==> src/fusion_pkg.sv <==
package fusion_pkg;

    //////////////////////////////
    // Widths
    //////////////////////////////

    // Input operand, one per side
    localparam int operand_w = 8;
    // Operand slice seen by one bitbrick
    localparam int brick_w = 2;
    // Signed 3x3 product of two extended slices
    localparam int brick_p_w = 6;
    localparam int num_bricks = 16;

    // Four bricks fuse into one nibble block
    localparam int nib_w = 4;
    localparam int nib_p_w = 8;
    localparam int num_blocks = 4;

    // Running sum and the narrower fields used by the fused modes
    localparam int sum_w = 20;
    localparam int field_4x4_w = 12;
    localparam int field_2x2_w = 10;

    //////////////////////////////
    // Types
    //////////////////////////////

    // Symmetric precisions, mode_none only seen as the reset value of the last mode
    typedef enum logic [1:0] {
        mode_2x2  = 2'd0,
        mode_4x4  = 2'd1,
        mode_8x8  = 2'd2,
        mode_none = 2'd3
    } mode_t;

    // One operand pair with its sign controls
    typedef struct packed {
        logic [operand_w-1:0] x;
        logic [operand_w-1:0] y;
        logic                 sx;
        logic                 sy;
        mode_t                mode;
    } mac_req_t;

    // Index is {x nibble, y nibble, x slice, y slice}, so block hh sits at the top
    typedef logic [num_bricks-1:0][brick_p_w-1:0] brick_products_t;

    // Registered brick products on their way to the reduction
    typedef struct packed {
        logic            valid;
        logic            restart;
        mode_t           mode;
        logic            sx;
        logic            sy;
        brick_products_t products;
    } stage_t;

endpackage

==> src/bitbrick.sv <==
module bitbrick (
    input  logic [fusion_pkg::brick_w-1:0]   x,
    input  logic [fusion_pkg::brick_w-1:0]   y,
    input  logic                             sx,
    input  logic                             sy,
    output logic [fusion_pkg::brick_p_w-1:0] p
);
    import fusion_pkg::*;

    // Slices widened to 3 bits, signed or zero extended
    logic [brick_w:0] xe;
    logic [brick_w:0] ye;
    // Baugh-Wooley partial product rows
    logic [brick_w:0] pp0;
    logic [brick_w:0] pp1;
    logic [brick_w:0] pp2;
    // Adder tree sums and carries
    logic c1;
    logic s2;
    logic c2a;
    logic c2b;
    logic s3;
    logic c3a;
    logic c3b;
    logic c5;

    assign xe = {sx & x[brick_w-1], x};
    assign ye = {sy & y[brick_w-1], y};

    // Terms that pair one sign bit with one magnitude bit are inverted
    assign pp0 = {~(xe[2] & ye[0]), xe[1] & ye[0], xe[0] & ye[0]};
    assign pp1 = {~(xe[2] & ye[1]), xe[1] & ye[1], xe[0] & ye[1]};
    assign pp2 = {xe[2] & ye[2], ~(xe[1] & ye[2]), ~(xe[0] & ye[2])};

    assign p[0] = pp0[0];

    // Column 1, half adder
    assign p[1] = pp0[1] ^ pp1[0];
    assign c1   = pp0[1] & pp1[0];

    // Column 2, full adder then half adder
    assign s2   = pp1[1] ^ pp2[0] ^ c1;
    assign c2a  = (pp1[1] & pp2[0]) | (pp1[1] & c1) | (pp2[0] & c1);
    assign p[2] = pp0[2] ^ s2;
    assign c2b  = pp0[2] & s2;

    // Column 3, full adder then full adder with the constant one folded in
    assign s3   = pp1[2] ^ pp2[1] ^ c2a;
    assign c3a  = (pp1[2] & pp2[1]) | (pp1[2] & c2a) | (pp2[1] & c2a);
    assign p[3] = ~(s3 ^ c2b);
    assign c3b  = s3 | c2b;

    // Column 4, the inverted carry out stands for the second constant one
    assign p[4] = pp2[2] ^ c3a ^ c3b;
    assign c5   = (pp2[2] & c3a) | (pp2[2] & c3b) | (c3a & c3b);
    assign p[5] = ~c5;

endmodule

==> src/bitbrick_array.sv <==
module bitbrick_array (
    input  fusion_pkg::mac_req_t        req,
    output fusion_pkg::brick_products_t products
);
    import fusion_pkg::*;

    // Sign controls, one pair per brick
    logic [num_bricks-1:0] brick_sx;
    logic [num_bricks-1:0] brick_sy;

    //////////////////////////////
    // Sign control
    //////////////////////////////

    // A slice is signed only when it carries the MSBs of a number
    // at the current precision
    always_comb begin
        logic [3:0] idx;
        logic       x_top;
        logic       y_top;
        idx   = '0;
        x_top = 1'b0;
        y_top = 1'b0;
        for (int i = 0; i < num_bricks; i++) begin
            // idx bits are x nibble, y nibble, x slice, y slice
            idx = 4'(i);
            case (req.mode)
                mode_2x2: begin
                    // Every slice is a number of its own
                    x_top = 1'b1;
                    y_top = 1'b1;
                end
                mode_4x4: begin
                    // Upper slice of each nibble
                    x_top = idx[1];
                    y_top = idx[0];
                end
                default: begin
                    // Upper slice of the upper nibble only
                    x_top = idx[3] & idx[1];
                    y_top = idx[2] & idx[0];
                end
            endcase
            brick_sx[i] = req.sx & x_top;
            brick_sy[i] = req.sy & y_top;
        end
    end

    //////////////////////////////
    // Brick array
    //////////////////////////////

    // Slice offsets follow the brick index layout of brick_products_t
    for (genvar i = 0; i < num_bricks; i++) begin : g_brick
        bitbrick u_bitbrick (
            .x  (req.x[(i / 8) * nib_w + ((i / 2) % 2) * brick_w +: brick_w]),
            .y  (req.y[((i / 4) % 2) * nib_w + (i % 2) * brick_w +: brick_w]),
            .sx (brick_sx[i]),
            .sy (brick_sy[i]),
            .p  (products[i])
        );
    end

endmodule

==> src/fused_accumulator.sv <==
module fused_accumulator (
    input  logic                         clk,
    input  logic                         nrst,
    input  fusion_pkg::stage_t           stage,
    output logic [fusion_pkg::sum_w-1:0] sum
);
    import fusion_pkg::*;

    // Nibble products, block order hh hl lh ll from the top
    logic [num_blocks-1:0][nib_p_w-1:0] nib_p;
    // Nibble product holds a signed result
    logic [num_blocks-1:0]              nib_signed;
    // Per-mode products
    logic [2*operand_w-1:0]             prod_8x8;
    logic [field_4x4_w-1:0]             prod_4x4;
    logic [field_2x2_w-1:0]             prod_2x2;

    function automatic logic [nib_p_w-1:0] sext_brick(input logic [brick_p_w-1:0] v);
        return {{(nib_p_w-brick_p_w){v[brick_p_w-1]}}, v};
    endfunction

    //////////////////////////////
    // Brick reduction
    //////////////////////////////

    always_comb begin
        prod_2x2 = '0;
        for (int b = 0; b < num_blocks; b++) begin
            // Brick weights inside a block are 1, 4, 4 and 16
            nib_p[b] = sext_brick(stage.products[b*4])
                     + (sext_brick(stage.products[b*4+1]) << brick_w)
                     + (sext_brick(stage.products[b*4+2]) << brick_w)
                     + (sext_brick(stage.products[b*4+3]) << (2 * brick_w));
        end
        // 2x2 mode adds all sixteen brick products as they are
        for (int i = 0; i < num_bricks; i++) begin
            prod_2x2 += {{(field_2x2_w-brick_p_w){stage.products[i][brick_p_w-1]}},
                         stage.products[i]};
        end
    end

    // Which nibble products are signed
    always_comb begin
        if (stage.mode == mode_4x4) begin
            nib_signed = {num_blocks{stage.sx | stage.sy}};
        end else begin
            // Only the upper nibble of x or y carries a sign
            nib_signed = {stage.sx | stage.sy, stage.sx, stage.sy, 1'b0};
        end
    end

    always_comb begin
        logic [2*operand_w-1:0] nib_ext;
        nib_ext  = '0;
        prod_8x8 = '0;
        prod_4x4 = '0;
        for (int b = 0; b < num_blocks; b++) begin
            nib_ext = {{(2*operand_w-nib_p_w){nib_p[b][nib_p_w-1] & nib_signed[b]}}, nib_p[b]};
            // Shift is 0 for ll, one nibble for hl and lh, two for hh
            prod_8x8 += nib_ext << (((b >> 1) + (b & 1)) * nib_w);
            prod_4x4 += nib_ext[field_4x4_w-1:0];
        end
    end

    //////////////////////////////
    // Accumulator
    //////////////////////////////

    always_ff @(posedge clk) begin
        if (!nrst) begin
            sum <= '0;
        end else if (stage.restart) begin
            // Mode switched, the entry that came with it is dropped
            sum <= '0;
        end else if (stage.valid) begin
            case (stage.mode)
                mode_8x8: begin
                    sum <= sum + {{(sum_w-2*operand_w){prod_8x8[2*operand_w-1]
                                  & (stage.sx | stage.sy)}}, prod_8x8};
                end
                mode_4x4: begin
                    sum <= {{(sum_w-field_4x4_w){1'b0}}, sum[field_4x4_w-1:0] + prod_4x4};
                end
                mode_2x2: begin
                    sum <= {{(sum_w-field_2x2_w){1'b0}}, sum[field_2x2_w-1:0] + prod_2x2};
                end
                default: begin
                    sum <= '0;
                end
            endcase
        end
    end

endmodule

==> src/fusion_unit.sv <==
module fusion_unit (
    input  logic                         clk,
    input  logic                         nrst,
    input  fusion_pkg::mac_req_t         req,
    input  logic                         req_valid,
    output logic [fusion_pkg::sum_w-1:0] sum
);
    import fusion_pkg::*;

    // Raw brick products, combinational from req
    brick_products_t products;
    // Registered products with mode, signs and restart
    stage_t          stage;

    // Producer, sixteen bitbricks
    bitbrick_array u_bitbrick_array (
        .req      (req),
        .products (products)
    );

    // Buffer, one cycle behind the bricks
    product_stage u_product_stage (
        .clk       (clk),
        .nrst      (nrst),
        .req       (req),
        .req_valid (req_valid),
        .products  (products),
        .stage     (stage)
    );

    // Consumer, reduction and running sum
    fused_accumulator u_fused_accumulator (
        .clk   (clk),
        .nrst  (nrst),
        .stage (stage),
        .sum   (sum)
    );

endmodule

==> src/product_stage.sv <==
module product_stage (
    input  logic                        clk,
    input  logic                        nrst,
    input  fusion_pkg::mac_req_t        req,
    input  logic                        req_valid,
    input  fusion_pkg::brick_products_t products,
    output fusion_pkg::stage_t          stage
);
    import fusion_pkg::*;

    // Mode presented on the previous cycle
    mode_t last_mode;

    //////////////////////////////
    // Stage register
    //////////////////////////////

    always_ff @(posedge clk) begin
        // Payload follows the bricks every cycle
        stage.mode     <= req.mode;
        stage.sx       <= req.sx;
        stage.sy       <= req.sy;
        stage.products <= products;

        if (!nrst) begin
            // Never a legal input, so the first cycle out of reset restarts
            last_mode     <= mode_none;
            stage.valid   <= 1'b0;
            stage.restart <= 1'b0;
        end else begin
            last_mode   <= req.mode;
            stage.valid <= req_valid;
            // Mode is tracked whether or not the request is valid
            stage.restart <= (req.mode != last_mode);
        end
    end

endmodule

==> config.mk <==
export PLATFORM = sky130hd
export DESIGN_NAME = fusion_unit
export DESIGN_NICKNAME = d
export VERILOG_FILES = /design/src/fusion_pkg.sv /design/src/bitbrick.sv /design/src/bitbrick_array.sv /design/src/fused_accumulator.sv /design/src/fusion_unit.sv /design/src/product_stage.sv
export SDC_FILE = /design/constraint.sdc
export NUM_CORES = 1
export LEC_CHECK = 0
export ABC_AREA = 1
export BUFFER_PORTS_ARGS = -buffer_cell sky130_fd_sc_hd__buf_2
export CAP_MARGIN = 40
export CORE_MARGIN = 3
export CORE_UTILIZATION = 32
export DETAILED_ROUTE_END_ITERATION = 16
export GPL_ROUTABILITY_DRIVEN = 0
export MAX_ROUTING_LAYER = met4
export PLACE_DENSITY_LB_ADDON = 0.2
export SYNTH_ARGS = -nofsm -noshare
export SYNTH_HDL_FRONTEND = slang
export SYNTH_SLANG_ARGS = --single-unit
==> constraint.sdc <==
create_clock -name clk -period 7.75 [get_ports clk]
set_input_delay 1.55 -clock clk [delete_from_list [all_inputs] [get_ports clk]]
set_output_delay 1.55 -clock clk [all_outputs]
set_load 0.05 [all_outputs]
# == Yosys cells after proc, flatten, opt, wreduce, memory -nomap -nowiden ==
# Index checks and enable logic that the tools add are counted.
# totals
regBits,124
in_bits,23
out_inout_bits,20
wordCells,762
# op_classes
n_addsub,36
n_eq_ne,4
n_mux,4
n_bitwise,691
reduce_logical,4
# op_table
cell,count
bitwise AND 1 bit,337
adder 10 bit,15
bitwise XOR 1 bit,144
bitwise OR 1 bit,113
inverter 1 bit,97
adder 8 bit,12
one-hot mux 20 bit (3 select lines),1
adder 12 bit,3
adder 16 bit,2
adder 20 bit,1
adder 9 x 13 -> 14 bit,1
adder 9 x 9 -> 10 bit,1
adder 6 x 6 -> 7 bit,1
equality test 2 x 1 -> 1 bit (second input constant),2
zero test 2 bit,2
OR reduction 2 bit,2
2-to-1 mux 3 bit,1
equality test 2 bit (second input constant),1
2-to-1 mux 1 bit,2
!= test 2 bit,1

# == Depth between registers and ports, before layout ==
# depth
depth_word,17
ltp_mapped,41
mapped_depth_nobuf,41

# == Hierarchy ==
# A second synthesis with hierarchy kept.
# unflattened
hier_cells,1687
hier_area_um2,13994.7
# by_module_without_submodules
mod,n_inst,cells_each,area_per_inst_um2,seq_area_each_um2
fused_accumulator,1,1096,8738.4,400.4
bitbrick,16,29,192.7,0.0
product_stage,1,120,2147.1,2082.0
bitbrick_array,1,7,26.3,0.0

# == Worst setup path before layout ==
# No wires, ideal clock.
# synth_timing
path_type,register -> register
start,register u_product_stage.stage[4] (netlist name)
end,register u_fused_accumulator.sum[18] (netlist bit)
setup_ps,70
arrival_ps,6178
required_time_ps,7680
path_slack_ps,1501
stages_incl_launch_ff,40
n_path_buf,0
period_less_slack_ps,6249
path_cell_list,dfxtp_1 -> inv_1 -> fa_1 -> fa_1 -> inv_1 -> ha_1 -> fa_1 -> inv_1 -> fa_1 -> nor2_1 -> nand3_1 -> nand2_2 -> inv_1 -> o21bai_1 -> nand2_1 -> nand2_1 -> nand2_1 -> fa_1 -> (+4 left out) -> a21oi_1 -> nor2_1 -> o21ai_0 -> nand2_1 -> xor2_1 -> inv_1 -> ha_1 -> a21oi_1 -> nor2_1 -> a211oi_1 -> o21ai_0 -> nand2_1 -> o21ai_0 -> nand2_1 -> nand2_1 -> nand2_1 -> nand3_1 -> a21oi_1
# synth_between
elab_chain_len,10
# synth_rtl
element,line,text
adder 8 bit (*),fused_accumulator.sv:31,+ (sext_brick(stage.products[b*4+1]) << brick_w)
adder 8 bit (*),fused_accumulator.sv:32,+ (sext_brick(stage.products[b*4+2]) << brick_w)
adder 8 bit (*),fused_accumulator.sv:33,+ (sext_brick(stage.products[b*4+3]) << (2 * brick_w));
bitwise AND 1 bit,fused_accumulator.sv:58,"nib_ext = {{(2*operand_w-nib_p_w){nib_p[b][nib_p_w-1] & nib_signed[b]}}, nib_p[b]};"
adder 9 x 13 -> 14 bit (*),fused_accumulator.sv:60,prod_8x8 += nib_ext << (((b >> 1) + (b & 1)) * nib_w);
adder 16 bit (*) (2 in series),fused_accumulator.sv:60,
bitwise AND 1 bit,fused_accumulator.sv:79,"& (stage.sx | stage.sy)}}, prod_8x8};"
adder 20 bit (*),fused_accumulator.sv:78,sum <= sum + {{(sum_w-2*operand_w){prod_8x8[2*operand_w-1]
one-hot mux 20 bit (3 select lines) (*),fused_accumulator.sv:76,case (stage.mode)
"end signal, assigned",fused_accumulator.sv:78,
"end signal, assigned",fused_accumulator.sv:82,"sum <= {{(sum_w-field_4x4_w){1'b0}}, sum[field_4x4_w-1:0] + prod_4x4};"
"end signal, assigned",fused_accumulator.sv:85,"sum <= {{(sum_w-field_2x2_w){1'b0}}, sum[field_2x2_w-1:0] + prod_2x2};"
"end, declared",fused_accumulator.sv:5,output logic [fusion_pkg::sum_w-1:0] sum
# Mark *: on every way between the ends. The rest lies on a longest branch, timed or not.
# A chain may end at the register's enable or synchronous reset.

# == Worst setup path after layout ==
# layout_timing
start,register u_product_stage.stage[4] (netlist name)
end,register u_fused_accumulator.sum[18] (netlist bit)
# layout_between
elab_chain_len,10
# layout_rtl
element,line
adder 8 bit (*),fused_accumulator.sv:31
adder 8 bit (*),fused_accumulator.sv:32
adder 8 bit (*),fused_accumulator.sv:33
bitwise AND 1 bit,fused_accumulator.sv:58
adder 9 x 13 -> 14 bit (*),fused_accumulator.sv:60
adder 16 bit (*) (2 in series),fused_accumulator.sv:60
bitwise AND 1 bit,fused_accumulator.sv:79
adder 20 bit (*),fused_accumulator.sv:78
one-hot mux 20 bit (3 select lines) (*),fused_accumulator.sv:76
# Marks and branches as above.

==> impl_metrics.yaml <==
outcome:
  status: "finished, final reports clean"
critical_path:
  arrival_ns: 7.23
  cp_slowest_cell: "fa_1"
  crit_top_cell: "nand2_1"
  worstSetupStartpointType: "register"
  cp.required_ns: 8.12
  critPathMaxFanout: 5
  r2r-start: "u_product_stage.stage[4]"
  rrSetupSlack_ns: 0.89
  crit_type: "reg -> reg"
  reg2reg_depth: 39
  cpPeakStageDelay_ns: 0.59
  r2r-end: "u_fused_accumulator.sum[18]"
  crit_path_end_kind: "register"
die:
  initial_core_util_pct: 32.82
  die_area_um2: 43780
  placementRows: 73
  die_y_um: 209.2
  die_x_um: 209.2
  boundaryPins: 43
  core_um2: 40280
global_routing:
  top_usage_layer: "met2"
  grt_use_met1_pct: 21.50
  antenna_found_initial: 2
  grt_util_met3_pct: 2.417
  grt_usage_pct: 16.66
  grt_max_degree: 21
  grt_pass1_vias: 9661
  grt_remaining_overflow: 0
  gr-usage-met2_pct: 27.17
  grt_pass1_wl_um: 53550
synth:
  yosysTopAreaCell: "fa_1"
  avgSynthCellArea_um2: 8.600
  synth_top_area_share_pct: 31.80
  syn-cell-area_um2: 13220
  synth_edf_count: 0
  synth_top_flop_cell: "dfxtp_1"
  ys_warn_count: 0
  synth_common_cells: "402 x inv_1, 257 x nand2_1, 210 x fa_1, 145 x ha_1, 124 x dfxtp_1"
  syn-instance-count: 1537
  ys_async_sr_fraction_pct: 0
  syn-num-nets: 1915
  synthTopCellsByArea: "fa_1 32%, dfxtp_1 19%, ha_1 14%"
  ys_seq_area_share_pct: 18.78
  yosys.cell_count.top_type: "inv_1"
  ys_types: 37
  ys_seq_elements: 124
clock_network:
  post_cts_resized: 0
  tritoncts: "built"
  clockRootBuffer: "clkbuf_16"
  postCtsSetupBuffers: 0
  path_clk_slew_ns: 0.06
  cts_buffers: 17
  clk_latency_ns: 0.45
  clock_path_buffers: 2
  htree_levels: 4
  clock-sinks: 124
  holdBufCountCts: 0
routing:
  drt-total-wl_um: 34130
  first_pass_iters: 5
  drc_errors: 0
  wl_per_cell_um: 16.12
  drt_iter0_drc: 397
  num_vias: 9304
  viasPerCell: 4.395
  detail-route-antenna-nets: 0
timing:
  clock.fmax_mhz: 145.7
  drv_slew: 0
  setup_viol: 0
  max_slew_margin_pct: 52.95
  fin_worst_skew_ns: 0.01567
  setup_tns_ns: 0
  min_period_ns: 6.865
  rsz0062_at_grt: "false"
  worst-slew-pin-transition_ns: 0.6984
  hold_viol: 0
  fin_crit_sh_pct: 88.58
hold_path:
  worst_hold_path.endpoint: "u_fused_accumulator.sum[19]"
  hold_depth: 2
  min_from: "u_fused_accumulator.sum[19]"
  hp-class: "reg -> reg"
run:
  drv_cap: 0
placement:
  placement.io_buffers: 42
  hpwl_um: 29260
cells_and_area:
  area_delta_synth_final_pct: 10.57
  drive_above_1_share_pct: 6.034
  nets: 1956
-- routing by layer --
| layer | share of wire (%) | vias up |
|---|---|---|
| li1 | - | 4673 |
| met5 | 0 | - |
| met4 | 2.5 | 0 |
| met3 | 3.0 | 42 |
| met1 | 46 | 4459 |
| met2 | 48 | 130 |
-- stage by stage --
step           hold slack, ns  instance area [µm²]  setup slack, ns  std cells  util [%]
2_1_floorplan          0.4768                13220            1.501       1537         -
3_3_place_gp           0.4681                14020            1.033       2084     34.81
3_5_place_dp           0.4826                14020           0.9083       2084     34.81
4_1_cts                0.4923                14610           0.8752       2116     36.28
5_1_grt                0.5056                14610           0.1115       2116     36.28
6_report               0.4835                14620           0.8853       2117     36.29
-- layout by cell type (no fill, tap or decap), drive strengths merged --
cell / Yosys / routed
buf: 1 / 45
o31ai: 2 / 2
ha: 145 / 145
nor2: 100 / 100
o21ai: 34 / 34
a22oi: 2 / 2
o211ai: 1 / 1
clkinv: 0 / 3
clkinvlp: 0 / 4
dfxtp: 124 / 124
o2111ai: 1 / 1
inv: 402 / 407
xnor2: 31 / 31
a211oi: 1 / 1
o21bai: 9 / 9
or2: 8 / 8
a31oi: 3 / 3
o21a: 1 / 1
nand3b: 1 / 1
a21o: 4 / 4
nor3: 7 / 7
nand2: 262 / 262
nand3: 48 / 48
a21oi: 75 / 75
o221ai: 3 / 3
and2: 2 / 2
a21boi: 4 / 4
nand4: 4 / 4
bufinv: 0 / 2
clkbuf: 22 / 18
diode: 0 / 1
xor2: 30 / 30
fa: 210 / 210
-- flip-flops by register name, summed over array words and instances (netlist names) --
| signal | cells |
|---|---|
| u_fused_accumulator.sum | 20 |
| u_product_stage.last_mode | 2 |
| u_product_stage.stage | 102 |
-- layout make-up --
| type | count | area [µm²] |
|---|---|---|
| Inverter | 402 | 1509 |
| Multi-Input combinational cell | 988 | 9141 |
| Clock inverter | 14 | 162.7 |
| Timing Repair Buffer | 45 | 232.7 |
| Fill cell | 4180 | 25660 |
| Antenna cell | 1 | 2.502 |
| Clock buffer | 18 | 429.2 |
| Sequential cell | 124 | 2482 |
| Tap cell | 525 | 656.9 |
-- worst max path at each step --
| stage | depth (start not counted) | startpoint | slack (ns) | endpoint |
|---|---|---|---|---|
| 3_5_place_dp | 39 | u_product_stage.stage[4] | 0.91 | u_fused_accumulator.sum[18] |
| 6_report | 39 | u_product_stage.stage[4] | 0.89 | u_fused_accumulator.sum[18] |
| 3_3_place_gp | 39 | u_product_stage.stage[4] | 1.03 | u_fused_accumulator.sum[18] |
| 4_1_cts | 39 | u_product_stage.stage[4] | 0.88 | u_fused_accumulator.sum[18] |
| 5_1_grt | 39 | u_product_stage.stage[4] | 0.11 | u_fused_accumulator.sum[18] |
| 2_1_floorplan | 39 | u_product_stage.stage[4] | 1.50 | u_fused_accumulator.sum[18] |
-- cell families (layout without fill, tap and decap cells) --
family	Yosys count	after routing	share of synthesized area, %
simple gates	432	432	13.46
buf+inv	425	479	12.07
fa+ha+maj	355	355	45.53
compound gates	140	140	5.925
flops	124	124	18.78
xor+xnor	61	61	4.241
other cells	0	1	0
-- critical path: cells and delay by family, from the launching register on --
kind,cells,cell delay [ns]
AO/OA/AOI/OAI,8,1.12
flip-flops,1,0.34
buffers and inverters,6,0.32
adder cells (fa/ha/maj),8,3.40
XOR/XNOR,1,0.14
AND/OR/NAND/NOR,16,1.45
Power is left out: the tool's default activity adds up to more than one toggle a clock period on the data nets, which glitch-free logic cannot reach.
